$ cat config.mk
export PLATFORM = sky130hd
export DESIGN_NAME = cache_array
export DESIGN_NICKNAME = d
export VERILOG_FILES = /design/src/common/icache_pkg.sv /design/src/cache_array.sv
export VERILOG_INCLUDE_DIRS = /design/src /design/src/common
export SDC_FILE = /design/constraint.sdc
export NUM_CORES = 2
export LEC_CHECK = 0
export BUFFER_PORTS_ARGS = -buffer_cell sky130_fd_sc_hd__buf_2
export CAP_MARGIN = 10
export CORE_ASPECT_RATIO = 1.25
export CORE_UTILIZATION = 69
export CTS_BUF_LIST = sky130_fd_sc_hd__clkbuf_16
export DETAILED_ROUTE_END_ITERATION = 8
export HOLD_SLACK_MARGIN = 0.02
export PLACE_DENSITY = 0.89
export SLEW_MARGIN = 20
export SYNTH_ARGS = -nofsm -noshare
export SYNTH_HDL_FRONTEND = slang
export SYNTH_SLANG_ARGS = --single-unit
export TNS_END_PERCENT = 50
$ cat constraint.sdc
create_clock -name clk -period 3.77 [get_ports clk]
set_input_delay 0 -clock clk [delete_from_list [all_inputs] [get_ports clk]]
set_output_delay 0 -clock clk [all_outputs]
set_load 0.02 [all_outputs]
$ cat src/common/icache_macros.svh
`ifndef ICACHE_MACROS_SVH
`define ICACHE_MACROS_SVH

// 32-bit fetch address split
// tag | index | offset
`define ICACHE_TAG_W 19
`define ICACHE_IDX_W 7
`define ICACHE_OFS_W 6

// data rows are 128 bits, four per 64-byte line
`define ICACHE_ROW_W 128

// refill burst, beats minus one
// 16 words of 32 bits fill one line
`define ICACHE_BURST_LEN 15

// bit 31 set means the uncached region
`define ICACHE_UNCACHED_BIT 31

`endif

$ cat src/common/icache_pkg.sv
`include "icache_macros.svh"

package icache_pkg;

  // row select bits inside the line offset
  localparam int ROW_SEL_W = `ICACHE_OFS_W - $clog2(`ICACHE_ROW_W / 8);

  // overlays a full 32-bit fetch address
  typedef struct packed {
    logic [`ICACHE_TAG_W-1:0] tag;
    logic [`ICACHE_IDX_W-1:0] index;
    logic [`ICACHE_OFS_W-1:0] offset;
  } fetch_addr_t;

  // one tag array entry per line
  typedef struct packed {
    logic                     valid;
    logic [`ICACHE_TAG_W-1:0] tag;
  } tag_entry_t;

  // word[0] holds the lowest address
  typedef struct packed {
    logic [`ICACHE_ROW_W/32-1:0][31:0] word;
  } data_row_t;

  // data array address, line index then row in line
  typedef struct packed {
    logic [`ICACHE_IDX_W-1:0] index;
    logic [ROW_SEL_W-1:0]     row_sel;
  } row_addr_t;

endpackage

$ cat src/cache_array.sv
module cache_array
  import icache_pkg::*;
#(
  parameter type entry_t = tag_entry_t,
  parameter int  DEPTH   = 128
) (
  input  logic                     clk,
  input  logic                     rst,
  // registered read, data one cycle after the address
  input  logic [$clog2(DEPTH)-1:0] rd_addr_i,
  output entry_t                   rd_data_o,
  input  logic                     wr_en_i,
  input  logic [$clog2(DEPTH)-1:0] wr_addr_i,
  input  entry_t                   wr_data_i
);

  entry_t mem_q [DEPTH];

  always_ff @(posedge clk) begin
    if (rst) begin
      // clears valid bits of the tag array
      for (int i = 0; i < DEPTH; i++) begin
        mem_q[i] <= '0;
      end
      rd_data_o <= '0;
    end else begin
      if (wr_en_i) begin
        mem_q[wr_addr_i] <= wr_data_i;
      end
      // read before write on the same entry
      rd_data_o <= mem_q[rd_addr_i];
    end
  end

  wr_addr_in_range: assert property (
    @(posedge clk) disable iff (rst)
    wr_en_i |-> (int'(wr_addr_i) < DEPTH)
  );

endmodule

; ---- Word level (Yosys, flattened, before mapping)
; Memories as Yosys holds them, arrays and structs flattened. A register that Yosys moved wholly into a read port is not among the register bits.
; Index checks and enable logic that the tools add are counted.
; Widths: inputs -> output; s select.
[op_classes]
add_sub_neg = 0
n_mul = 0
n_div = 0
magnitude_cmp = 0
n_eq_ne = 0
shifts = 0
muxes = 8
bitwise_logic = 0
n_reduce_logical = 1
[ops]
columns = cell, count
row1 = $mux 20, 1
row2 = $reduce_or 20->1, 1
row3 = $mux 7, 1
row4 = $mux 1, 6
[word_totals]
ff_bits = 0
latchBits = 0
ram_bits = 2560
mem_bits_ro = 0
out_inout_bits = 20
wordCells = 10
memories = 1
[memory_table]
columns = name, depth, word_bits, read_ports, rd_ports_with_merged_regs, wr, line
row1 = mem_q, 128, 20, 1, 1, 128, cache_array.sv:17  ; entry_t mem_q [DEPTH];

; ---- Logic depth before layout (Yosys ltp)
[depth]
ltp_word = 5
depth_mapped = 10
depth_no_buf = 6

; ---- Worst setup path after synthesis
; No wires, ideal clock.
[synth_path]
kind = in2reg
startpoint = input wr_en_i
endpoint = memory mem_q[125][0] in the netlist's numbering (enable)
arrival_time_ns = 1.350
required_time_ns = 3.424
setup_slack_ns = 2.074
cell_stages = 6
path_cell_list = nor2b_1 nor2b_1 nand3_1 clkbuf_1 nor2_1 or2_2
[synth_rtl]
columns = item, line
row1 = "start, declared", cache_array.sv:12  ; input logic wr_en_i,
row2 = "end, declared", cache_array.sv:17

==> run metrics <==
RSZ-0062 raised after global routing false; IO Count 57; final period utilization 0.8680; FF+latch count, synth 2580; area of the core 0.1680 mm^2; vias in the first global route 69570; cell row count 168; Post-DRT Antenna Nets 0; first-pass GRT wire length 473.7 mm; GR Overflow Total 0; max layer used met5; sequential share of the synthesized area 0.6615; DR vias 70340; Worst Path Arrival 4.02 ns; initial core utilization 0.6955; Pleak 45.09 nW; CTS Buffer Depth 3; routed wire length 329.7 mm; crit-path cells dlygate4sd3_1 -> buf_2 -> nor2b_4 -> buf_4 -> a22oi_1 -> nand2_1 -> a221oi_1 -> a31oi_1 -> a41oi_1; most common cell after layout, fill and taps aside and2_1; Synth Net Count 7917; Critical Path RT 4.51 ns; Die Width 370.0 um; Mean Syn Cell Area 14.82 um^2; CP Launch Type input pin; WL met3 47.28 mm; Unique masters post-synth 38; final setup fails 0; Worst Tran Pin Value 1.214 ns; Clock Skews 0.07833 ns; fmax 0.3056 GHz; number of clock sinks 2580; # Max-Cap Violations 0; Max stage delay on crit path 0.94 ns; DR WL/cell 32.69 um; Vias/cell 6.974; Synth area leader edfxtp_1; commonest cells after routing, fill and taps aside and2_1, edfxtp_1, mux2i_1; drt initial violations 11730; Top FF cell, synth edfxtp_1; met2 wire len 151.8 mm; CTS root buf clkbuf_16; WHS 0.1066 ns; Clock transition at path regs 0.07 ns; count of flip-flops with a built-in enable after synthesis 2560; metal1 wirelength 103.5 mm; Die Area 0.1710 mm^2; H-tree Lvls 4; critical path's slowest cell a31oi_1; Num CTS Buffers 225; crit path kind input pin to register; Layout area overhead 8.729%; Cells after Synth 7880; DIE HEIGHT 462.0 um; status finished clean; worst hold path type input pin to register; mapped cell area 0.1168 mm^2; largest cells by area after synthesis edfxtp_1, and2_1, mux4_2, mux2i_1, a22oi_1; asr flop ratio synth 0; Fin. Hold Viols 0; largest net degree at the start of global routing 88; Worst Setup End Kind register; DP Wirelength 200.8 mm; initial antenna violation count 28; Tmin final 3.272 ns; Final Slew Violations 0; Worst-Skew Late Latency 0.91 ns; Initial DRT Pass Iterations 8; share of layout cells above drive strength 1 0.1571; TritonCTS clock tree built; Slew headroom 0.1907; IO buf count 56; GP Congestion 0.9449; # nets final 7701; CP max FO 40; Resized cells post-CTS 0; All-Layer GR Usage 0.3875; setup TNS 0 ns; DRC viols 0; top-area cell type share of the netlist area 0.6581; PwrDens 480.5 mW/mm^2; worst vdd ir 0.0006393 V; synth warn 0
sequential cells by signal, summed over array words and instances (netlist names):
register and cells:
mem_q 2560, rd_data_o 20
cells by family (layout without fill, tap and decap cells):
logic type      count (synthesis)  count (layout)  share of synthesized area
mux                           881             881                     0.1182
simple gates                 3100            3100                     0.1604
buf+inv                       817             797                    0.02838
compound gates                502             502                    0.03147
other cells                     0              16                          0
flops                        2580            2580                     0.6615
path summary, 6_finish.rpt:
kind,cells after the start,start,to,slack [ns]
min reg2reg,4,mem_q[105][12],rd_data_o[12],0.77
max,9,rd_addr_i[3],rd_data_o[9],0.50
min,5,wr_addr_i[5],mem_q[107][12],0.11
max reg2reg,5,mem_q[31][8],rd_data_o[8],0.68
metal layers:
metal | track usage | up-vias
li1 | - | 28260
met1 | 0.4868 | 34860
met2 | 0.5935 | 5946
met3 | 0.1061 | 1252
met4 | 0.2619 | 18
met5 | 0.003394 | -
report_power, final:
part	switching [mW]	internal (mW)	leakage, nW
Combinational	2.88	1.38	16.8
Clock	10.7	12.6	3.78
Sequential	0.547	32.9	24.5
Total	14.1	46.9	45.1
critical path: cells and delay by family:
kind / cells / cell delay (ns)
compound gates: 4 / 1.50
buf+inv: 3 / 1.70
simple gates: 2 / 0.76
through the flow:
step | cell area (um^2) | power (mW) | cells | util | worst slack, ns
5_1_grt | 127000 | 62.04 | 10070 | 0.7561 | 0.5191
3_5_place_dp | 119300 | 38.08 | 9619 | 0.7105 | 0.4574
6_report | 127000 | 61.03 | 10090 | 0.7563 | 0.4976
4_1_cts | 126900 | 60.76 | 10070 | 0.7558 | 0.8322
2_1_floorplan | 116800 | 36.30 | 7880 | - | 2.074
3_3_place_gp | 119300 | 37.85 | 9619 | 0.7104 | 0.5599
timing repair:
item | in CTS | in global routing
hold buffers | 27 | 1
hold endpoints to repair | 1165 | 1
buffers inserted | 0 | 0
area by class of cell:
class / count / area [um^2]
Tap cell: 2210 / 2765
Multi-Input combinational cell: 4483 / 36370
Timing Repair Buffer: 372 / 3219
Clock buffer: 226 / 5655
Fill cell: 8730 / 40940
Inverter: 2 / 7.507
Sequential cell: 2580 / 77270
Clock inverter: 197 / 1682
Antenna cell: 16 / 40.04
synthesized netlist by cell type (2+ instances only):
master	n
buf_6	2
nand2b_1	5
a41oi_1	20
a32oi_1	2
a221oi_1	20
nor4b_1	4
a31oi_1	39
a22o_1	3
nor2b_1	14
inv_1	2
nand3_1	69
a22oi_1	375
mux2i_1	482
buf_2	117
edfxtp_1	2560
nand2_1	76
and2_1	2563
or2_2	128
dfxtp_1	20
nor3_2	2
nand4_1	61
nor3_1	10
nor2_1	161
a21oi_1	41
buf_1	6
mux4_2	399
clkbuf_1	666
buf_4	23
Note: power is estimated with default switching activity, not from simulation.
