<file path="src/common/icache_macros.svh">
`ifndef ICACHE_MACROS_SVH
`define ICACHE_MACROS_SVH

// 32-bit fetch address split
// tag | index | offset
`define ICACHE_TAG_W 19
`define ICACHE_IDX_W 7
`define ICACHE_OFS_W 6

// data rows are 128 bits, four per 64-byte line
`define ICACHE_ROW_W 128

// refill burst, beats minus one
// 16 words of 32 bits fill one line
`define ICACHE_BURST_LEN 15

// bit 31 set means the uncached region
`define ICACHE_UNCACHED_BIT 31

`endif

</file>
<file path="src/common/icache_pkg.sv">
`include "icache_macros.svh"

package icache_pkg;

  // row select bits inside the line offset
  localparam int ROW_SEL_W = `ICACHE_OFS_W - $clog2(`ICACHE_ROW_W / 8);

  // overlays a full 32-bit fetch address
  typedef struct packed {
    logic [`ICACHE_TAG_W-1:0] tag;
    logic [`ICACHE_IDX_W-1:0] index;
    logic [`ICACHE_OFS_W-1:0] offset;
  } fetch_addr_t;

  // one tag array entry per line
  typedef struct packed {
    logic                     valid;
    logic [`ICACHE_TAG_W-1:0] tag;
  } tag_entry_t;

  // word[0] holds the lowest address
  typedef struct packed {
    logic [`ICACHE_ROW_W/32-1:0][31:0] word;
  } data_row_t;

  // data array address, line index then row in line
  typedef struct packed {
    logic [`ICACHE_IDX_W-1:0] index;
    logic [ROW_SEL_W-1:0]     row_sel;
  } row_addr_t;

endpackage

</file>
<file path="src/common/mem_bus_pkg.sv">
`include "icache_macros.svh"

package mem_bus_pkg;

  // read request, held with valid until its last beat
  typedef struct packed {
    // byte address, word aligned
    logic [`ICACHE_TAG_W+`ICACHE_IDX_W+`ICACHE_OFS_W-1:0] addr;
    // beats minus one
    logic [7:0]                                           len;
  } mem_req_t;

  // one beat per cycle with valid and beat_ready high
  typedef struct packed {
    logic [31:0] rdata;
    logic        beat_ready;
  } mem_rsp_t;

endpackage

</file>
<file path="src/refill/mem_reader.sv">
`include "icache_macros.svh"

module mem_reader
  import icache_pkg::*;
  import mem_bus_pkg::*;
(
  input  logic                     clk,
  input  logic                     rst,
  input  logic                     start_i,
  input  logic                     uncached_i,
  input  fetch_addr_t              addr_i,
  output logic                     mem_req_valid_o,
  output mem_req_t                 mem_req_o,
  input  mem_rsp_t                 mem_rsp_i,
  output logic                     row_wr_en_o,
  output row_addr_t                row_wr_addr_o,
  output data_row_t                row_wr_data_o,
  output logic                     tag_wr_en_o,
  output logic [`ICACHE_IDX_W-1:0] tag_wr_addr_o,
  output tag_entry_t               tag_wr_data_o,
  output logic                     done_o,
  output logic [31:0]              uncached_word_o
);

  localparam int CNT_W = $clog2(`ICACHE_BURST_LEN + 1);

  logic             req_valid_q;
  mem_req_t         req_q;
  logic [CNT_W-1:0] beat_cnt_q;
  logic             uncached_q;
  logic             done_q;
  logic [2:0][31:0] row_buf_q;
  logic [31:0]      word_q;
  fetch_addr_t      line_addr;
  logic             beat;
  logic             last_beat;
  logic             row_end;

  assign beat      = req_valid_q && mem_rsp_i.beat_ready;
  assign last_beat = beat && (8'(beat_cnt_q) == req_q.len);
  // fourth word of a row
  assign row_end   = (beat_cnt_q[1:0] == 2'd3);

  // request address seen as tag, index, offset
  assign line_addr = req_q.addr;

  always_ff @(posedge clk) begin
    if (rst) begin
      req_valid_q <= 1'b0;
      beat_cnt_q  <= '0;
      uncached_q  <= 1'b0;
      done_q      <= 1'b0;
    end else begin
      // one cycle after the last beat
      done_q <= last_beat;
      if (start_i) begin
        req_valid_q <= 1'b1;
        beat_cnt_q  <= '0;
        uncached_q  <= uncached_i;
      end else if (last_beat) begin
        req_valid_q <= 1'b0;
      end else if (beat) begin
        beat_cnt_q <= beat_cnt_q + 1'b1;
      end
    end
  end

  always_ff @(posedge clk) begin
    if (start_i) begin
      if (uncached_i) begin
        // single word
        req_q.addr <= {addr_i[31:2], 2'b00};
        req_q.len  <= 8'd0;
      end else begin
        // whole line from offset 0
        req_q.addr <= {addr_i.tag, addr_i.index, `ICACHE_OFS_W'(0)};
        req_q.len  <= 8'(`ICACHE_BURST_LEN);
      end
    end
    // first three words of a row wait here
    if (beat && !uncached_q && !row_end) begin
      row_buf_q[beat_cnt_q[1:0]] <= mem_rsp_i.rdata;
    end
    if (beat && uncached_q) begin
      word_q <= mem_rsp_i.rdata;
    end
  end

  assign mem_req_valid_o = req_valid_q;
  assign mem_req_o       = req_q;

  // row written with the fourth beat straight from the bus
  assign row_wr_en_o   = beat && !uncached_q && row_end;
  assign row_wr_addr_o = '{index: line_addr.index, row_sel: beat_cnt_q[CNT_W-1:2]};
  assign row_wr_data_o = {mem_rsp_i.rdata, row_buf_q};

  // tag valid with the last row
  assign tag_wr_en_o   = last_beat && !uncached_q;
  assign tag_wr_addr_o = line_addr.index;
  assign tag_wr_data_o = '{valid: 1'b1, tag: line_addr.tag};

  assign done_o          = done_q;
  assign uncached_word_o = word_q;

  // bus holds the request through a stall
  req_stable_on_stall: assert property (
    @(posedge clk) disable iff (rst)
    (req_valid_q && !mem_rsp_i.beat_ready) |=> (req_valid_q && $stable(req_q))
  );

  start_only_when_free: assert property (
    @(posedge clk) disable iff (rst)
    start_i |-> !req_valid_q
  );

endmodule

</file>
<file path="config.mk">
export PLATFORM = sky130hd
export DESIGN_NAME = mem_reader
export DESIGN_NICKNAME = d
export VERILOG_FILES = /design/src/common/icache_pkg.sv /design/src/common/mem_bus_pkg.sv /design/src/refill/mem_reader.sv
export VERILOG_INCLUDE_DIRS = /design/src /design/src/common
export SDC_FILE = /design/constraint.sdc
export NUM_CORES = 1
export LEC_CHECK = 0
export BUFFER_PORTS_ARGS = -buffer_cell sky130_fd_sc_hd__buf_2
export CORE_UTILIZATION = 42
export DETAILED_ROUTE_END_ITERATION = 7
export PLACE_DENSITY_LB_ADDON = 0.3
export SLEW_MARGIN = 10
export SYNTH_ARGS = -nofsm -noshare
export SYNTH_HDL_FRONTEND = slang
export SYNTH_SLANG_ARGS = --single-unit
</file>
<file path="constraint.sdc">
create_clock -name clk -period 6.04 [get_ports clk]
set_input_delay 0.906 -clock clk [delete_from_list [all_inputs] [get_ports clk]]
set_output_delay 0.906 -clock clk [all_outputs]
set_load 0.05 [all_outputs]
</file>
Yosys cells after proc, flatten, opt, wreduce, memory -nomap -nowiden. Index checks and enable logic that the tools add are counted.

Output and inout bits: 240. Bits of input ports: 69. Flip-flop bits (word level): 175.

$add $sub $neg: 1. Bitwise gates (word level): 1. Muxes and demuxes: 6. Reduce and logical (&&, ||, !) cells: 13. Magnitude comparators: 2. Equal/unequal tests: 2.

Operators with widths (number): 96-bit bitwise mux (1); 32-bit demux with 2-bit select (1); 32-bit 2-to-1 mux (1); 4-bit by 8-bit equality test with 1-bit output (1); 1-bit logical AND (8); 4-bit by 1-bit adder with 4-bit output, second input constant (1); 4-bit 2-to-1 mux (1); 2-bit by 3-bit less-than comparator with 1-bit output, second input constant (1); 2-bit equality test, second input constant (1); 2-bit by 1-bit >= comparator with 1-bit output, second input constant (1); 1-bit zero test (2); 1-bit 2-to-1 mux (2); 2-bit AND reduction (1); 2-bit nonzero test (1); 2-bit OR reduction (1); 1-bit NOT (1).

Longest topological paths before layout.
Depth in word-level cells: 5. Gate-level depth with buffers: 5. Depth with buffers taken out: 5.

Least setup slack after synthesis. No wires, ideal clock.

Path kind: register to output. Start: register req_q (netlist bit mem_req_o[2]). End: output port tag_wr_en_o. Arrival: 2.307 ns. Buffers on the path: 0. Path slack: 2.827 ns. Stages on the path, launching flop included: 4. Required time: 5.134 ns. Path through: edfxtp_1 nand2_1 o22a_2 nor3_1.

Longest elaborated chain between the ends: 3.

RTL lines: from (decl) (RTL line mem_reader.sv:28) `mem_req_t req_q;`; 4-bit by 8-bit equality test with 1-bit output (RTL line mem_reader.sv:40) `assign last_beat = beat && (8'(beat_cnt_q) == req_q.len);`; 1-bit logical AND (RTL line mem_reader.sv:40); 1-bit logical AND (RTL line mem_reader.sv:98) `assign tag_wr_en_o = last_beat && !uncached_q;`; to (decl) (RTL line mem_reader.sv:18) `output logic tag_wr_en_o,`.

Every way passes these cells.

Final worst setup path.
Start: register beat_cnt_q[0]. End: output port tag_wr_en_o.

Longest elaborated chain between the ends: 3.

RTL lines: from (decl) (RTL line mem_reader.sv:29) `logic [CNT_W-1:0] beat_cnt_q;`; from (signal assigned) (RTL line mem_reader.sv:63) `beat_cnt_q <= beat_cnt_q + 1'b1;`; 4-bit by 8-bit equality test with 1-bit output (RTL line mem_reader.sv:40); 1-bit logical AND (RTL line mem_reader.sv:40); 1-bit logical AND (RTL line mem_reader.sv:98).

Every way passes these cells.

==> impl_metrics.tcl <==
set metrics [dict create \
    dieArea_sq_mm 0.0143 \
    drc 0 \
    hold_class "reg -> reg" \
    area_growth_pct 30.0 \
    synth_top_family_by_area "buffers and inverters" \
    cp.required_ns 5.13 \
    syn_avg_cell_area_sq_um 20.2 \
    vdd_drop_max_v 0.000180 \
    initial_utilization_pct 43.5 \
    cell_internal_pwr_w 0.00200 \
    detail_route.vias_per_cell 4.40 \
    rows 42 \
    ys_seq_elements 166 \
    period_minus_slack_ns 2.89 \
    syn_area_sq_mm 0.00583 \
    setup_viol 0 \
    yosysWarnings 0 \
    rsz0062_at_grt "no" \
    clockPowerShare_pct 39.4 \
    coreArea_sq_mm 0.0134 \
    dpl.hpwl_um 8320 \
    synthMuxAreaShare_pct 0.344 \
    power_density_mw_per_mm2 356 \
    io_buffers 299 \
    die_h_um 120 \
    cts_tree "yes" \
    drtIter0Drc 175 \
    p_seq_share_pct 48.6 \
    grt_pass1_vias 2981 \
    r2r_end "row_wr_data_o[21]" \
    synth_xor_area_share_pct 0.301 \
    synth.distinct_cells 25 \
    layout-drive-gt1-share_pct 61.7 \
    worstMarginPinSlew_ns 0.956 \
    cts_buffer_depth 2 \
    cts_root_buffer "clkbuf_16" \
    track_usage_pct 16.9 \
    syn-instance-count 288 \
    io_pins 309 \
    yosys.area_share.simple_pct 2.75 \
    skew_ns 0.00676 \
    grt_pass1_wl_um 17100 \
    reg2reg_depth 3 \
    clock_latency_ns 0.42 \
    status "complete, no violations" \
    cts_hold_buffers 0 \
    maxCapViolCount 0 \
    die_x_um 120 \
    min_to "mem_req_valid_o" \
    crit_path_max_fanout 5 \
    reg2reg_from "beat_cnt_q[0]" \
    first_pass_iters 4 \
    comb_power_share_pct 12.0 \
    timing.fmax_mhz 346 \
    p_switching_w 0.000698 \
    p_total_w 0.00269 \
    grt-ovfl-total 0 \
    min_path_cells 2 \
    cts_resized 0 \
    clkSlewWorstSetupHoldPaths_ns 0.06 \
    ys_seq_area_share_pct 84.4 \
    grt_max_degree 39 \
    end_kind "output port" \
    synth_compound_area_share_pct 1.07 \
    routed_wl_um 12100 \
    cts_max_level 4 \
    hold_viol 0 \
    min_from "mem_req_valid_o" \
    ant_nets 0 \
    critPathKind "reg -> out" \
    start_kind "flop" \
    antenna_found_initial 0 \
    num_antenna_cells 0 \
    cts_num_sinks 166 \
    postCtsSetupBuffers 0 \
    vias 3175 \
    wl_per_cell_um 16.7 \
    max_slew_margin_pct 36.3 \
    tns_ns 0 \
    rrSetupSlack_ns 3.92 \
    synth_fa_ha_area_share_pct 0.859 \
    gp_congestion 0.856 \
    numCtsBuffers 17 \
    num-fill-cells 1086 \
    arrival_ns 1.99 \
    switching_share_pct 25.9 \
    maxSlewViolCount 0 \
    nets 606 \
    cellLeakagePower_nw 3.12 \
    post-route-period-util_pct 47.9 \
]
==> cells in the mapped netlist <==
cell / count / area [sq um]
edfxtp_1: 159 / 4770
buf_4: 77 / 578
and2_1: 8 / 50.1
dfxtp_1: 7 / 140
nor3_1: 5 / 25.0
ha_1: 4 / 50.1
inv_1: 3 / 11.3
and3_1: 2 / 12.5
conb_1: 2 / 7.51
mux2i_1: 2 / 20.0
nand2_1: 2 / 7.51
nor2_1: 2 / 7.51
nor3_2: 2 / 20.0
nor3b_1: 2 / 15.0
a211oi_2: 1 / 12.5
clkbuf_1: 1 / 3.75
nand3_1: 1 / 5.00
o21ai_1: 1 / 5.00
o221ai_1: 1 / 8.76
o221ai_4: 1 / 26.3
o22a_2: 1 / 10.0
or3_1: 1 / 6.26
or4_4: 1 / 11.3
xnor2_1: 1 / 8.76
xor2_1: 1 / 8.76
==> through the flow <==
step	hold WS (ns)	worst slack [ns]	utilization, %	area (sq um)	instances
2_1_floorplan	0.509	2.83	-	5840	293
3_3_place_gp	0.503	3.39	52.1	6980	690
3_5_place_dp	0.529	3.39	52.1	6980	690
4_1_cts	0.540	3.12	56.5	7570	722
5_1_grt	0.571	3.06	56.5	7570	722
6_report	0.539	3.15	56.5	7570	722
==> worst max path at each step <==
stage,cells past startpoint,to,start
6_report,4,tag_wr_en_o,beat_cnt_q[0]
5_1_grt,4,tag_wr_en_o,beat_cnt_q[0]
4_1_cts,4,tag_wr_en_o,beat_cnt_q[0]
3_5_place_dp,4,row_wr_data_o[3],mem_rsp_i[0]
3_3_place_gp,4,row_wr_data_o[82],mem_rsp_i[0]
2_1_floorplan,3,tag_wr_en_o,mem_req_o[2]
==> worst max-delay path, cell delays in order (launching register included) <==
cell	delay (ns)
dfxtp_1	0.35
or4_4	0.56
o22a_2	0.25
nor3_1	0.12
buf_2	0.29
==> power groups by stage <==
stage          registers, W  clock network (W)  logic (W)
5_1_grt             0.00131            0.00112   0.000335
3_3_place_gp        0.00133                  0   0.000324
2_1_floorplan       0.00143                  0   0.000177
4_1_cts             0.00131            0.00108   0.000326
6_report            0.00131            0.00106   0.000324
3_5_place_dp        0.00133                  0   0.000326
==> cells in the final DEF (no fill, tap or decap), types with 2 or more instances in the layout <==
| cell type | count |
|---|---|
| buf_2 | 299 |
| edfxtp_1 | 159 |
| clkbuf_16 | 17 |
| conb_1 | 7 |
| dfxtp_1 | 7 |
| nor3_1 | 5 |
| and2_1 | 5 |
| ha_1 | 4 |
| clkinvlp_4 | 4 |
| inv_1 | 3 |
| and2_2 | 3 |
| bufinv_16 | 3 |
| clkinv_1 | 3 |
| nand2_1 | 2 |
| nor3b_1 | 2 |
| mux2i_1 | 2 |
| nor3_2 | 2 |
| nor2_1 | 2 |
| clkinv_2 | 2 |
==> sequential cells by signal (all words and copies together) (netlist names) <==
name and count:
beat_cnt_q 4, done_o 1, line_addr 30, mem_req_o 1
mem_req_valid_o 1, row_wr_data_o 96, uncached_q 1, uncached_word_o 32
==> kinds of logic after synthesis <==
kind of cell               after synthesis
other                                    2
adders and majority gates                4
AOI/OAI and AO/OA                        5
muxes                                    2
DFF                                    166
xor gates and xnor gates                 2
buffers and inverters                   81
and+or+nand+nor                         26
==> per-layer routing <==
| layer | track usage, % | vias up | wire [um] |
|---|---|---|---|
| li1 | - | 1473 | - |
| met1 | 19.3 | 1539 | 4730 |
| met2 | 29.0 | 142 | 6440 |
| met3 | 5.04 | 21 | 678 |
| met4 | 8.05 | 0 | 214 |
| met5 | 0 | - | 0 |
==> final cells by class <==
| class | count | area (sq um) | area share (%) |
|---|---|---|---|
| inverters | 3 | 11.3 | 0.149 |
| multi-input cells | 46 | 342 | 4.51 |
| flip-flops and latches | 166 | 4910 | 64.9 |
| repair buffers | 299 | 1500 | 19.8 |
| clock inverters | 14 | 159 | 2.10 |
| clock buffers | 18 | 429 | 5.67 |
| well taps | 176 | 220 | 2.91 |
(Power assumes the default switching activity.)
