[config.mk]
export PLATFORM = sky130hd
export DESIGN_NAME = fetch_ctrl
export DESIGN_NICKNAME = d
export VERILOG_FILES = /design/src/common/icache_pkg.sv /design/src/lookup/fetch_ctrl.sv /design/src/lookup/inst_align.sv
export VERILOG_INCLUDE_DIRS = /design/src /design/src/common
export SDC_FILE = /design/constraint.sdc
export NUM_CORES = 1
export LEC_CHECK = 0
export ABC_AREA = 1
export BUFFER_PORTS_ARGS = -buffer_cell sky130_fd_sc_hd__buf_2
export CORE_AREA = 2 2 115 117
export CTS_CLUSTER_SIZE = 20
export DETAILED_ROUTE_END_ITERATION = 6
export DIE_AREA = 0 0 117 119
export PLACE_DENSITY = 0.78
export RECOVER_POWER = 25
export SYNTH_ARGS = -nofsm -noshare
export SYNTH_HDL_FRONTEND = slang
export SYNTH_SLANG_ARGS = --single-unit
export TNS_END_PERCENT = 10
[constraint.sdc]
create_clock -name clk -period 5.9 [get_ports clk]
set_clock_uncertainty 0.1 [all_clocks]
set_input_delay 0.59 -clock clk [delete_from_list [all_inputs] [get_ports clk]]
set_output_delay 0.59 -clock clk [all_outputs]
set_load 0.01 [all_outputs]
[src/common/icache_macros.svh]
`ifndef ICACHE_MACROS_SVH
`define ICACHE_MACROS_SVH

// 32-bit fetch address split
// tag | index | offset
`define ICACHE_TAG_W 19
`define ICACHE_IDX_W 7
`define ICACHE_OFS_W 6

// data rows are 128 bits, four per 64-byte line
`define ICACHE_ROW_W 128

// refill burst, beats minus one
// 16 words of 32 bits fill one line
`define ICACHE_BURST_LEN 15

// bit 31 set means the uncached region
`define ICACHE_UNCACHED_BIT 31

`endif

[src/common/icache_pkg.sv]
`include "icache_macros.svh"

package icache_pkg;

  // row select bits inside the line offset
  localparam int ROW_SEL_W = `ICACHE_OFS_W - $clog2(`ICACHE_ROW_W / 8);

  // overlays a full 32-bit fetch address
  typedef struct packed {
    logic [`ICACHE_TAG_W-1:0] tag;
    logic [`ICACHE_IDX_W-1:0] index;
    logic [`ICACHE_OFS_W-1:0] offset;
  } fetch_addr_t;

  // one tag array entry per line
  typedef struct packed {
    logic                     valid;
    logic [`ICACHE_TAG_W-1:0] tag;
  } tag_entry_t;

  // word[0] holds the lowest address
  typedef struct packed {
    logic [`ICACHE_ROW_W/32-1:0][31:0] word;
  } data_row_t;

  // data array address, line index then row in line
  typedef struct packed {
    logic [`ICACHE_IDX_W-1:0] index;
    logic [ROW_SEL_W-1:0]     row_sel;
  } row_addr_t;

endpackage

[src/lookup/fetch_ctrl.sv]
`include "icache_macros.svh"

module fetch_ctrl
  import icache_pkg::*;
(
  input  logic                     clk,
  input  logic                     rst,
  input  logic                     fetch_valid_i,
  input  fetch_addr_t              fetch_addr_i,
  output logic [31:0]              fetch_rdata_o,
  output logic                     fetch_rdata_valid_o,
  output logic [`ICACHE_IDX_W-1:0] tag_rd_addr_o,
  input  tag_entry_t               tag_i,
  output row_addr_t                row_rd_addr_o,
  input  data_row_t                row_i,
  output logic                     start_o,
  output logic                     start_uncached_o,
  output fetch_addr_t              req_addr_o,
  input  logic                     done_i,
  input  logic [31:0]              uncached_word_i
);

  typedef enum logic [1:0] {
    ST_IDLE,
    ST_LOOKUP,
    ST_WAIT
  } state_e;

  state_e      state_q;
  state_e      state_d;
  fetch_addr_t addr_q;
  fetch_addr_t rd_addr;
  logic        in_lookup;
  logic        in_wait;
  logic        is_uncached;
  logic        hit;
  logic        unc_done;
  logic        take;
  logic [3:0]  align_ofs;
  logic [31:0] aligned_inst;

  assign in_lookup = (state_q == ST_LOOKUP);
  assign in_wait   = (state_q == ST_WAIT);

  // region check on the captured address
  assign is_uncached = addr_q[`ICACHE_UNCACHED_BIT];

  // tag compare against the entry read on the accept cycle
  assign hit = in_lookup && !is_uncached && tag_i.valid && (tag_i.tag == addr_q.tag);

  // uncached word arrives one cycle after its beat
  assign unc_done = in_wait && done_i && is_uncached;

  // new address accepted when idle or finishing a fetch
  assign take = fetch_valid_i && ((state_q == ST_IDLE) || hit || unc_done);

  // read with the new address, else hold the captured one
  // holding it lets the relook after a refill see the new line
  assign rd_addr       = take ? fetch_addr_i : addr_q;
  assign tag_rd_addr_o = rd_addr.index;
  assign row_rd_addr_o = '{
    index:   rd_addr.index,
    row_sel: rd_addr.offset[`ICACHE_OFS_W-1 -: ROW_SEL_W]
  };

  always_ff @(posedge clk) begin
    if (take) begin
      addr_q <= fetch_addr_i;
    end
  end

  always_ff @(posedge clk) begin
    if (rst) begin
      state_q <= ST_IDLE;
    end else begin
      state_q <= state_d;
    end
  end

  always_comb begin
    state_d = state_q;
    case (state_q)
      ST_IDLE: begin
        if (fetch_valid_i) begin
          state_d = ST_LOOKUP;
        end
      end
      ST_LOOKUP: begin
        // miss and uncached both go to memory
        if (!hit) begin
          state_d = ST_WAIT;
        end else if (!fetch_valid_i) begin
          state_d = ST_IDLE;
        end
      end
      ST_WAIT: begin
        // refilled line is looked up once more
        if (done_i) begin
          state_d = (!is_uncached || fetch_valid_i) ? ST_LOOKUP : ST_IDLE;
        end
      end
      default: begin
        state_d = ST_IDLE;
      end
    endcase
  end

  // memory read kicked off from the lookup cycle
  assign start_o          = in_lookup && !hit;
  assign start_uncached_o = in_lookup && is_uncached;
  assign req_addr_o       = addr_q;

  // offset parked at zero unless a hit reads the row
  assign align_ofs = hit ? addr_q.offset[3:0] : 4'd0;

  inst_align inst_align_i (
    .row_i    (row_i),
    .offset_i (align_ofs),
    .inst_o   (aligned_inst)
  );

  // uncached words come back raw
  assign fetch_rdata_o       = is_uncached ? uncached_word_i : aligned_inst;
  assign fetch_rdata_valid_o = hit || unc_done;

  done_only_while_waiting: assert property (
    @(posedge clk) disable iff (rst)
    done_i |-> in_wait
  );

endmodule

[src/lookup/inst_align.sv]
module inst_align
  import icache_pkg::*;
(
  input  data_row_t   row_i,
  // byte offset within the row, bit 0 unused
  input  logic [3:0]  offset_i,
  output logic [31:0] inst_o
);

  logic [7:0][15:0] half;
  logic [2:0]       hsel;
  logic [15:0]      lo_half;
  logic [15:0]      hi_half;
  logic             is_rvc;

  // row viewed as eight halfwords
  assign half = row_i;
  assign hsel = offset_i[3:1];

  assign lo_half = half[hsel];
  // wraps to halfword 0 at the row end, cross-row fetch not supported
  assign hi_half = half[hsel + 3'd1];

  // RVC when the low opcode bits are not both one
  assign is_rvc = (lo_half[1:0] != 2'b11);

  // compressed zero-extended, else both halfwords
  assign inst_o = is_rvc ? {16'h0000, lo_half} : {hi_half, lo_half};

  // a 32-bit instruction here would need the next row
  no_cross_row_inst: assert final (
    !((offset_i[3:1] === 3'd7) && (lo_half[1:0] === 2'b11))
  );

endmodule

**After elaboration in Yosys (flattened, before gate mapping)**

Cells that the tools add are included.
W data, S select, Z words.

- Register bits after elaboration: 34
- Input bits: 216
- Word-level logic and storage cells: 45

- Add/sub/neg operators: 1
- $lt $le $gt $ge: 2
- Equal/unequal tests: 7
- Muxes and demuxes: 14
- Reductions and logical operators: 16

Operators with widths:

| operator | count |
|---|---|
| $bmux W16 S3 | 2 |
| $mux W32 | 2 |
| $mux W16 | 2 |
| $eq A19 B19 Y1 | 1 |
| $mux W13 | 1 |
| $logic_and A1 B1 Y1 | 8 |
| $lt A3 B4 Y1 const B | 2 |
| $mux W2 | 4 |
| $ne A2 B2 Y1 const B | 3 |
| $pmux W2 S3 | 1 |
| $logic_or A1 B1 Y1 | 4 |
| $mux W4 | 1 |
| $add A3 B1 Y3 const B | 1 |
| $ne A3 B3 Y1 const B | 1 |
| $reduce_and A3 Y1 | 1 |
| $eq A2 B1 Y1 const B | 1 |
| $eq A2 B2 Y1 const B | 1 |
| $logic_not A1 Y1 | 2 |
| $logic_not A2 Y1 | 1 |
| $mux W1 | 1 |

**Depth between registers and ports, before layout**

Gate-level depths: netlist of run 1.

- Depth in word-level cells: 10
- Gate-level depth with buffers: 22

**By module**

From an unflattened synthesis of run 1, not the netlist that was laid out.

- Cell total of the unflattened synthesis: 848
- Area, all modules: 4578.1 sq um

By module, submodules not included:

| module | times used | cells an instance | area an instance (sq um) |
|---|---|---|---|
| inst_align | 1 | 557 | 2567.5 |
| fetch_ctrl | 1 | 291 | 2010.7 |

**Least setup slack after synthesis of run 1**

Ideal clock, no wire load.

- Kind: register to output
- Start: reg addr_q (netlist bit req_addr_o[31])
- End: out fetch_rdata_o[16]
- Arrival time: 2.882 ns
- Required time: 5.210 ns
- Path slack: 2.328 ns
- Stages on the path, launching flop included: 20
- Cells stage by stage: edfxtp_1 -> buf_6 -> clkinv_2 -> nand3_1 -> nor2_1 -> nand2_1 -> nor2_2 -> nand3_1 -> nor2_2 -> clkbuf_1 -> ha_1 -> clkbuf_1 -> inv_1 -> buf_1 -> nand3_1 -> nand3_1 -> nand2_1 -> nor2_1 -> nand2_1 -> nand2_1

- Word-level cells in the longest chain between the ends: 10
- Elaborated cells between the ends (all ways): 14
- Those cells by class: add/sub (1); eq/ne (2); mux (7); reduce/logical (4)

RTL lines:

| element | line | RTL |
|---|---|---|
| start, declared | fetch_ctrl.sv:31 | `fetch_addr_t addr_q;` |
| start signal, assigned | fetch_ctrl.sv:68 | `addr_q <= fetch_addr_i;` |
| parallel branches: the longest is 9 deep, another holds $add A3 B1 Y3 | -- |  |
| $mux W32 (*) | fetch_ctrl.sv:123 | `assign fetch_rdata_o = is_uncached ? uncached_word_i : aligned_inst;` |
| end, declared | fetch_ctrl.sv:10 | `output logic [31:0] fetch_rdata_o,` |

Mark *: on every way between the ends. The select of a mux whose other input is x is not followed.

**Final worst setup path of run 1**

- Start: reg addr_q (netlist bit req_addr_o[31])
- End: out fetch_rdata_o[17]

The elaborated chain is that of the path after synthesis.

==> results of run 1 <==
-- area by class of cell --
class	count	area (sq um)
Tap cell	176	220.2
Multi-Input combinational cell	752	3341
Sequential cell	34	910.9
Inverter	146	549.3
Timing Repair Buffer	305	1528
Clock buffer	5	125.1
Clock inverter	3	45.04
Fill cell	1429	6156
-- metal layers --
layer  up-vias  track usage [%]
met5         -                0
met4         2            8.603
li1       3611                -
met3        37            5.140
met1      3072            31.06
met2       386            47.87
-- where the power goes --
group          total, W  switching [W]  internal (W)
Sequential     0.000301      0.0000175      0.000283
Clock          0.000298      0.0000988      0.000199
Combinational  0.000366       0.000216      0.000150
Total          0.000965       0.000333      0.000632
-- through the flow --
step                      area [sq um]  utilization, %  hold slack [ps]  cells
after floorplan                   5140               -            455.4    995
after global placement            6565           50.99            352.6   1413
after detailed placement          6565           50.99            358.0   1413
after CTS                         6735           52.31            373.4   1421
after global routing              6719           52.19            375.5   1421
final                             6719           52.19            381.4   1421
-- worst paths after layout --
check / slack, ps / to / start
max: 900 / fetch_rdata_o[17] / req_addr_o[31]
min: 380 / req_addr_o[21] / fetch_addr_i[21]
max reg2reg: 2680 / req_addr_o[19] / req_addr_o[31]
min reg2reg: 390 / req_addr_o[5] / req_addr_o[5]
-- flip-flops by register name (all words and copies together) (netlist names) --
register and count:
state_q 2, req_addr_o 32
-- logic make-up after synthesis --
kind of cell,synth area share (%)
flops,17.72
buf+inv,17.28
xor+xnor,1.193
simple gates,54.24
compound gates,9.323
fa+ha+maj,0.2434
-- synth_stat cells, types with 5 or more instances --
cell,instances
a21oi_1,31
buf_2,16
buf_4,12
buf_6,5
clkbuf_1,26
dfxtp_1,11
edfxtp_1,23
inv_1,137
inv_2,7
nand2_1,356
nand3_1,167
nand3b_1,15
nor2_1,94
o21ai_0,9
o21ai_1,48
xnor2_1,5
-- worst max-delay path: stages (launching register included) --
cell and delay (ps):
edfxtp_1 390, clkinv_2 400, nand3_1 120, nor2_1 150
nand2_1 80, nor2_2 130, nand2_2 100, nor2_8 310
nand2_4 420, inv_2 170, ha_1 250, inv_1 380
buf_4 340, nand3_1 100, nand3_1 80, nand2_1 60
nor2_1 230, nand2_1 90, nand2_1 70, buf_2 120
==> summary.md, run 1 <==
| Metric | Value |
|---|---|
| Final period utilization | `84.81%` |
| Synth warnings | `0` |
| Clk slew on worst S/H paths | `60 ps` |
| Setup crit end kind | `output port` |
| Drt wl/cell | `13.70 microns` |
| Critical Path Fanout Max | `60` |
| RSZ-0062 raised after global routing | `false` |
| Final Hold Viols | `0` |
| HP Class | `in2reg` |
| Die Span Y | `119 microns` |
| Ratio of cells with drive above 1 in the final layout | `25.62%` |
| Max-slew headroom | `26.24%` |
| Avg Vias per Cell | `5.002` |
| Antenna Nets Post-Route | `0` |
| Number of top-level pins | `299` |
| Antenna violations before repair | `1` |
| CTS root buf | `clkbuf_16` |
| Worst Path Required | `5210 ps` |
| Max-slew violations | `0` |
| Routability congestion estimate | `0.9439` |
| Worst-Margin Slew | `1105 ps` |
| PwrDens | `143.6 nW/um^2` |
| Initial Utilization | `39.92%` |
| Leading area contributor after synthesis | `nand2_1` |
| Yosys cell types | `35` |
| HPWL Detailed | `14.60 mm` |
| Worst setup margin | `896.1 ps` |
| Crit start category | `flop` |
| Routed Wire Length | `19.47 mm` |
| Antenna diodes | `0` |
| Register area share after synthesis | `17.72%` |
| Tot GR Track Use | `26.56%` |
| Area Overhead vs Synth | `30.72%` |
| Global-route wire length before repair | `29.74 mm` |
| CTS Buf Count | `5` |
| Yosys reg bits | `34` |
| Synth Flop Type | `edfxtp_1` |
| MaxCap Viol Count | `0` |
| Final setup fails | `0` |
| Post-synth ARST share | `0%` |
| Run status | `complete, no violations` |
| TritonCTS clock tree | `built` |
| Peak VDD IR | `0.2935 mV` |
| Post-synth EDFFs | `23` |
| DRC Markers | `0` |
| Final Power | `0.0009648 W` |
| Grt ovf | `0` |
| Yosys top cell area share | `26.00%` |
| Top layer in use | `met5` |
| Core area | `12,870 sq um` |
| Synthesized area per cell | `5.166 sq um` |
| 1st-pass router iterations | `5` |
| Hold depth | `1` |
| Clock Sinks | `34` |
| Synthesized area | `5140 sq um` |
| Max Freq | `199.8 MHz` |
| Setup WS pre-CTS | `1183 ps` |
| Setup CP Type | `reg2out` |
| H-tree levels | `2` |
| Worst EP arrival | `4310 ps` |
| Die Area | `13,920 sq um` |
| Via count | `7,108` |
| Fin Setup TNS | `0 ps` |
| Post-CTS Setup Repair Bufs | `0` |
| Initial DRC Count | `755` |
| Leakage | `4.106 nW` |
| Met3 wire len | `1.850 mm` |
| Worst R2R Path Depth | `10` |
| Nets | `1,461` |
| Top cells by area, synth | `nand2_1, nand3_1, edfxtp_1, inv_1, nor2_1` |
| Maximum root-to-sink buffer count | `2` |
| Largest net degree at the start of global routing | `96` |
| Rows | `42` |
| Routed length on met2 | `9.497 mm` |
| WL met1 | `7.618 mm` |
| Commonest non-fill, non-tap cell in the layout | `nand2_1` |
| Die extent in x | `117 microns` |
| Post-Syn Nets | `1,212` |
| Hold-fix buffers at CTS | `0` |
| Clk_lat worst skew | `280 ps` |
| Most frequent cells in the layout | `nand2_1, buf_2, nand3_1` |
| I/O Buffers | `298` |
| Vias in the first global route | `6,414` |
| Min cycle time layout | `5004 ps` |
| Mapped Cells | `995` |
| Cells resized by post-CTS repair | `0` |
Note: power is estimated with default switching activity, not from simulation.
==> inputs of run 2 (changes only) <==
Settings changed: CORE_AREA 2 2 115 117 to default, CORE_ASPECT_RATIO from default to 0.8, CORE_UTILIZATION from default to 41, DIE_AREA 0 0 117 119 to default, PLACE_DENSITY 0.78 to 0.82.
Clock period 5.9 ns to 4.5 ns, I/O delays scaled along.
==> run 2 against run 1 <==
Compared with the run above:
- critical endpoint is now tag_rd_addr_o[1]
- first-iteration DRC count is 17% higher
- routed wire length rose by 7.5%
- total power increased by 28%
- register-to-register slack worse by 1500 ps
- critical path depth fell by 6
- non-clock buffer count is 4 higher
==> summary.md, run 2 (synthesized netlist as in run 1, its figures left out) <==
| Metric | Value |
|---|---|
| Final setup fails | `0` |
| Max reg flops | `32` |
| Final Hold Viols | `0` |
| I/O Buffers | `298` |
| Ratio of cells with drive above 1 in the final layout | `25.78%` |
| Peak VDD IR | `0.1977 mV` |
| Crit start category | `flop` |
| Initial DRC Count | `880` |
| CP max stage delay | `930 ps` |
| Worst setup margin | `471.5 ps` |
| Grt ovf | `0` |
| Commonest non-fill, non-tap cell in the layout | `nand2_1` |
| MaxCap Viol Count | `0` |
| Setup crit end kind | `output port` |
| Worst path slowest cell | `clkinv_1` |
| HPWL Detailed | `16.30 mm` |
| H-tree levels | `2` |
| Max-slew violations | `0` |
| CP top delay family | `buffers and inverters` |
| Die extent in x | `127.2 microns` |
| Initial Utilization | `42.11%` |
| Leakage | `4.130 nW` |
| Clk slew on worst S/H paths | `60 ps` |
| Area Overhead vs Synth | `31.16%` |
| Tot GR Track Use | `31.19%` |
| Via count | `7,095` |
| RSZ-0062 raised after global routing | `false` |
| Nets | `1,465` |
| Run status | `complete, no violations` |
| Dpl cell area | `6601 sq um` |
| Most used cell along the critical path | `nand2_1` |
| Worst R2R Path Depth | `10` |
| TritonCTS clock tree | `built` |
| Fin Setup TNS | `0 ps` |
| Post-CTS Setup Repair Bufs | `0` |
| Cells resized by post-CTS repair | `0` |
| Critical Path Fanout Max | `37` |
| CP cell instances | `buf_4, nor2_4, inv_2, nor2_1, nand2_1, nor2_1, nand3_1, o211ai_1, nand2_1, clkinv_1, nand2_1, nand2_1, buf_2` |
| Clk_lat worst skew | `280 ps` |
| Hold depth | `1` |
| Setup WS pre-CTS | `775.8 ps` |
| Die Area | `12,990 sq um` |
| CTS Buf Count | `5` |
| Crit path depth | `13` |
| Rows | `36` |
| Core area | `12,210 sq um` |
| Vias in the first global route | `5,912` |
| Routability congestion estimate | `0.9949` |
| Worst Path Required | `3950 ps` |
| Maximum root-to-sink buffer count | `2` |
| Setup CP Type | `reg2out` |
| Antenna violations before repair | `3` |
| PwrDens | `183.6 nW/um^2` |
| Die Span Y | `102.1 microns` |
| 1st-pass router iterations | `5` |
| Largest net degree at the start of global routing | `154` |
| Max-slew headroom | `27.63%` |
| Most frequent cells in the layout | `nand2_1, buf_2, nand3_1` |
| HP Class | `in2reg` |
| Avg Vias per Cell | `4.986` |
| Drt wl/cell | `14.71 microns` |
| Routed Wire Length | `20.93 mm` |
| Max Freq | `248.2 MHz` |
| Worst-Margin Slew | `1079 ps` |
| Worst EP arrival | `3480 ps` |
| Min cycle time layout | `4029 ps` |
| Final instance area | `6741 sq um` |
| Global-route wire length before repair | `31.22 mm` |
| Antenna Nets Post-Route | `0` |
| Number of top-level pins | `299` |
| DRC Markers | `0` |
| Hold-fix buffers at CTS | `0` |
| CTS root buf | `clkbuf_16` |
| Buf/Inv on CP | `4` |
| Clock Sinks | `34` |
| Final period utilization | `89.52%` |
-- run 2: cell count changes in the layout (fill, tap and decap cells not counted) --
cell / before / now
diode_2: 0 / 3
buf_12: 0 / 1
buf_2: 285 / 284
clkinv_2: 1 / 2
bufinv_16: 1 / 0
clkbuf_8: 0 / 1
clkbuf_1: 13 / 14
buf_4: 7 / 10
clkinvlp_4: 2 / 0
inv_4: 0 / 1
-- run 2: path summary, 6_finish.rpt --
check | start | end | slack [ps]
hold reg to reg | req_addr_o[5] | req_addr_o[5] | 370
setup / recovery | req_addr_o[31] | tag_rd_addr_o[1] | 470
setup reg to reg | req_addr_o[31] | req_addr_o[25] | 1190
hold / removal | fetch_addr_i[15] | req_addr_o[15] | 240
-- run 2: cell type report --
class	instances	area, sq um
clock inverters	2	11.26
flip-flops and latches	34	910.9
diodes	3	7.507
fillers	1334	5465
well taps	171	214.0
repair buffers	309	1569
multi-input cells	752	3341
inverters	146	549.3
clock buffers	6	138.9
-- run 2: where the power goes --
part	switching, W	leakage [nW]	total, W	internal [W]
Combinational	0.000291	3.74	0.000489	0.000198
Clock	0.000135	0.0772	0.000354	0.000219
Sequential	0.0000229	0.312	0.000394	0.000371
Total	0.000448	4.13	0.00124	0.000789
-- run 2: through the flow --
step	cells	utilization (%)	total power (W)	hold slack (ps)
4_1_cts	1420	55.31	0.001238	236.1
2_1_floorplan	995	-	0.0006662	419.1
3_3_place_gp	1412	54.08	0.0008799	350.6
3_5_place_dp	1412	54.08	0.0008874	349.9
5_1_grt	1422	55.21	0.001314	232.5
6_report	1423	55.23	0.001237	238.2
-- run 2: metal layers --
layer / wire length (microns) / vias to the layer above / global-route usage (%)
met2: 8861 / 373 / 44.72
met4: 291 / 2 / 6.410
li1: - / 3619 / -
met5: 9 / - / 0
met3: 2536 / 27 / 10.52
met1: 9236 / 3074 / 44.91
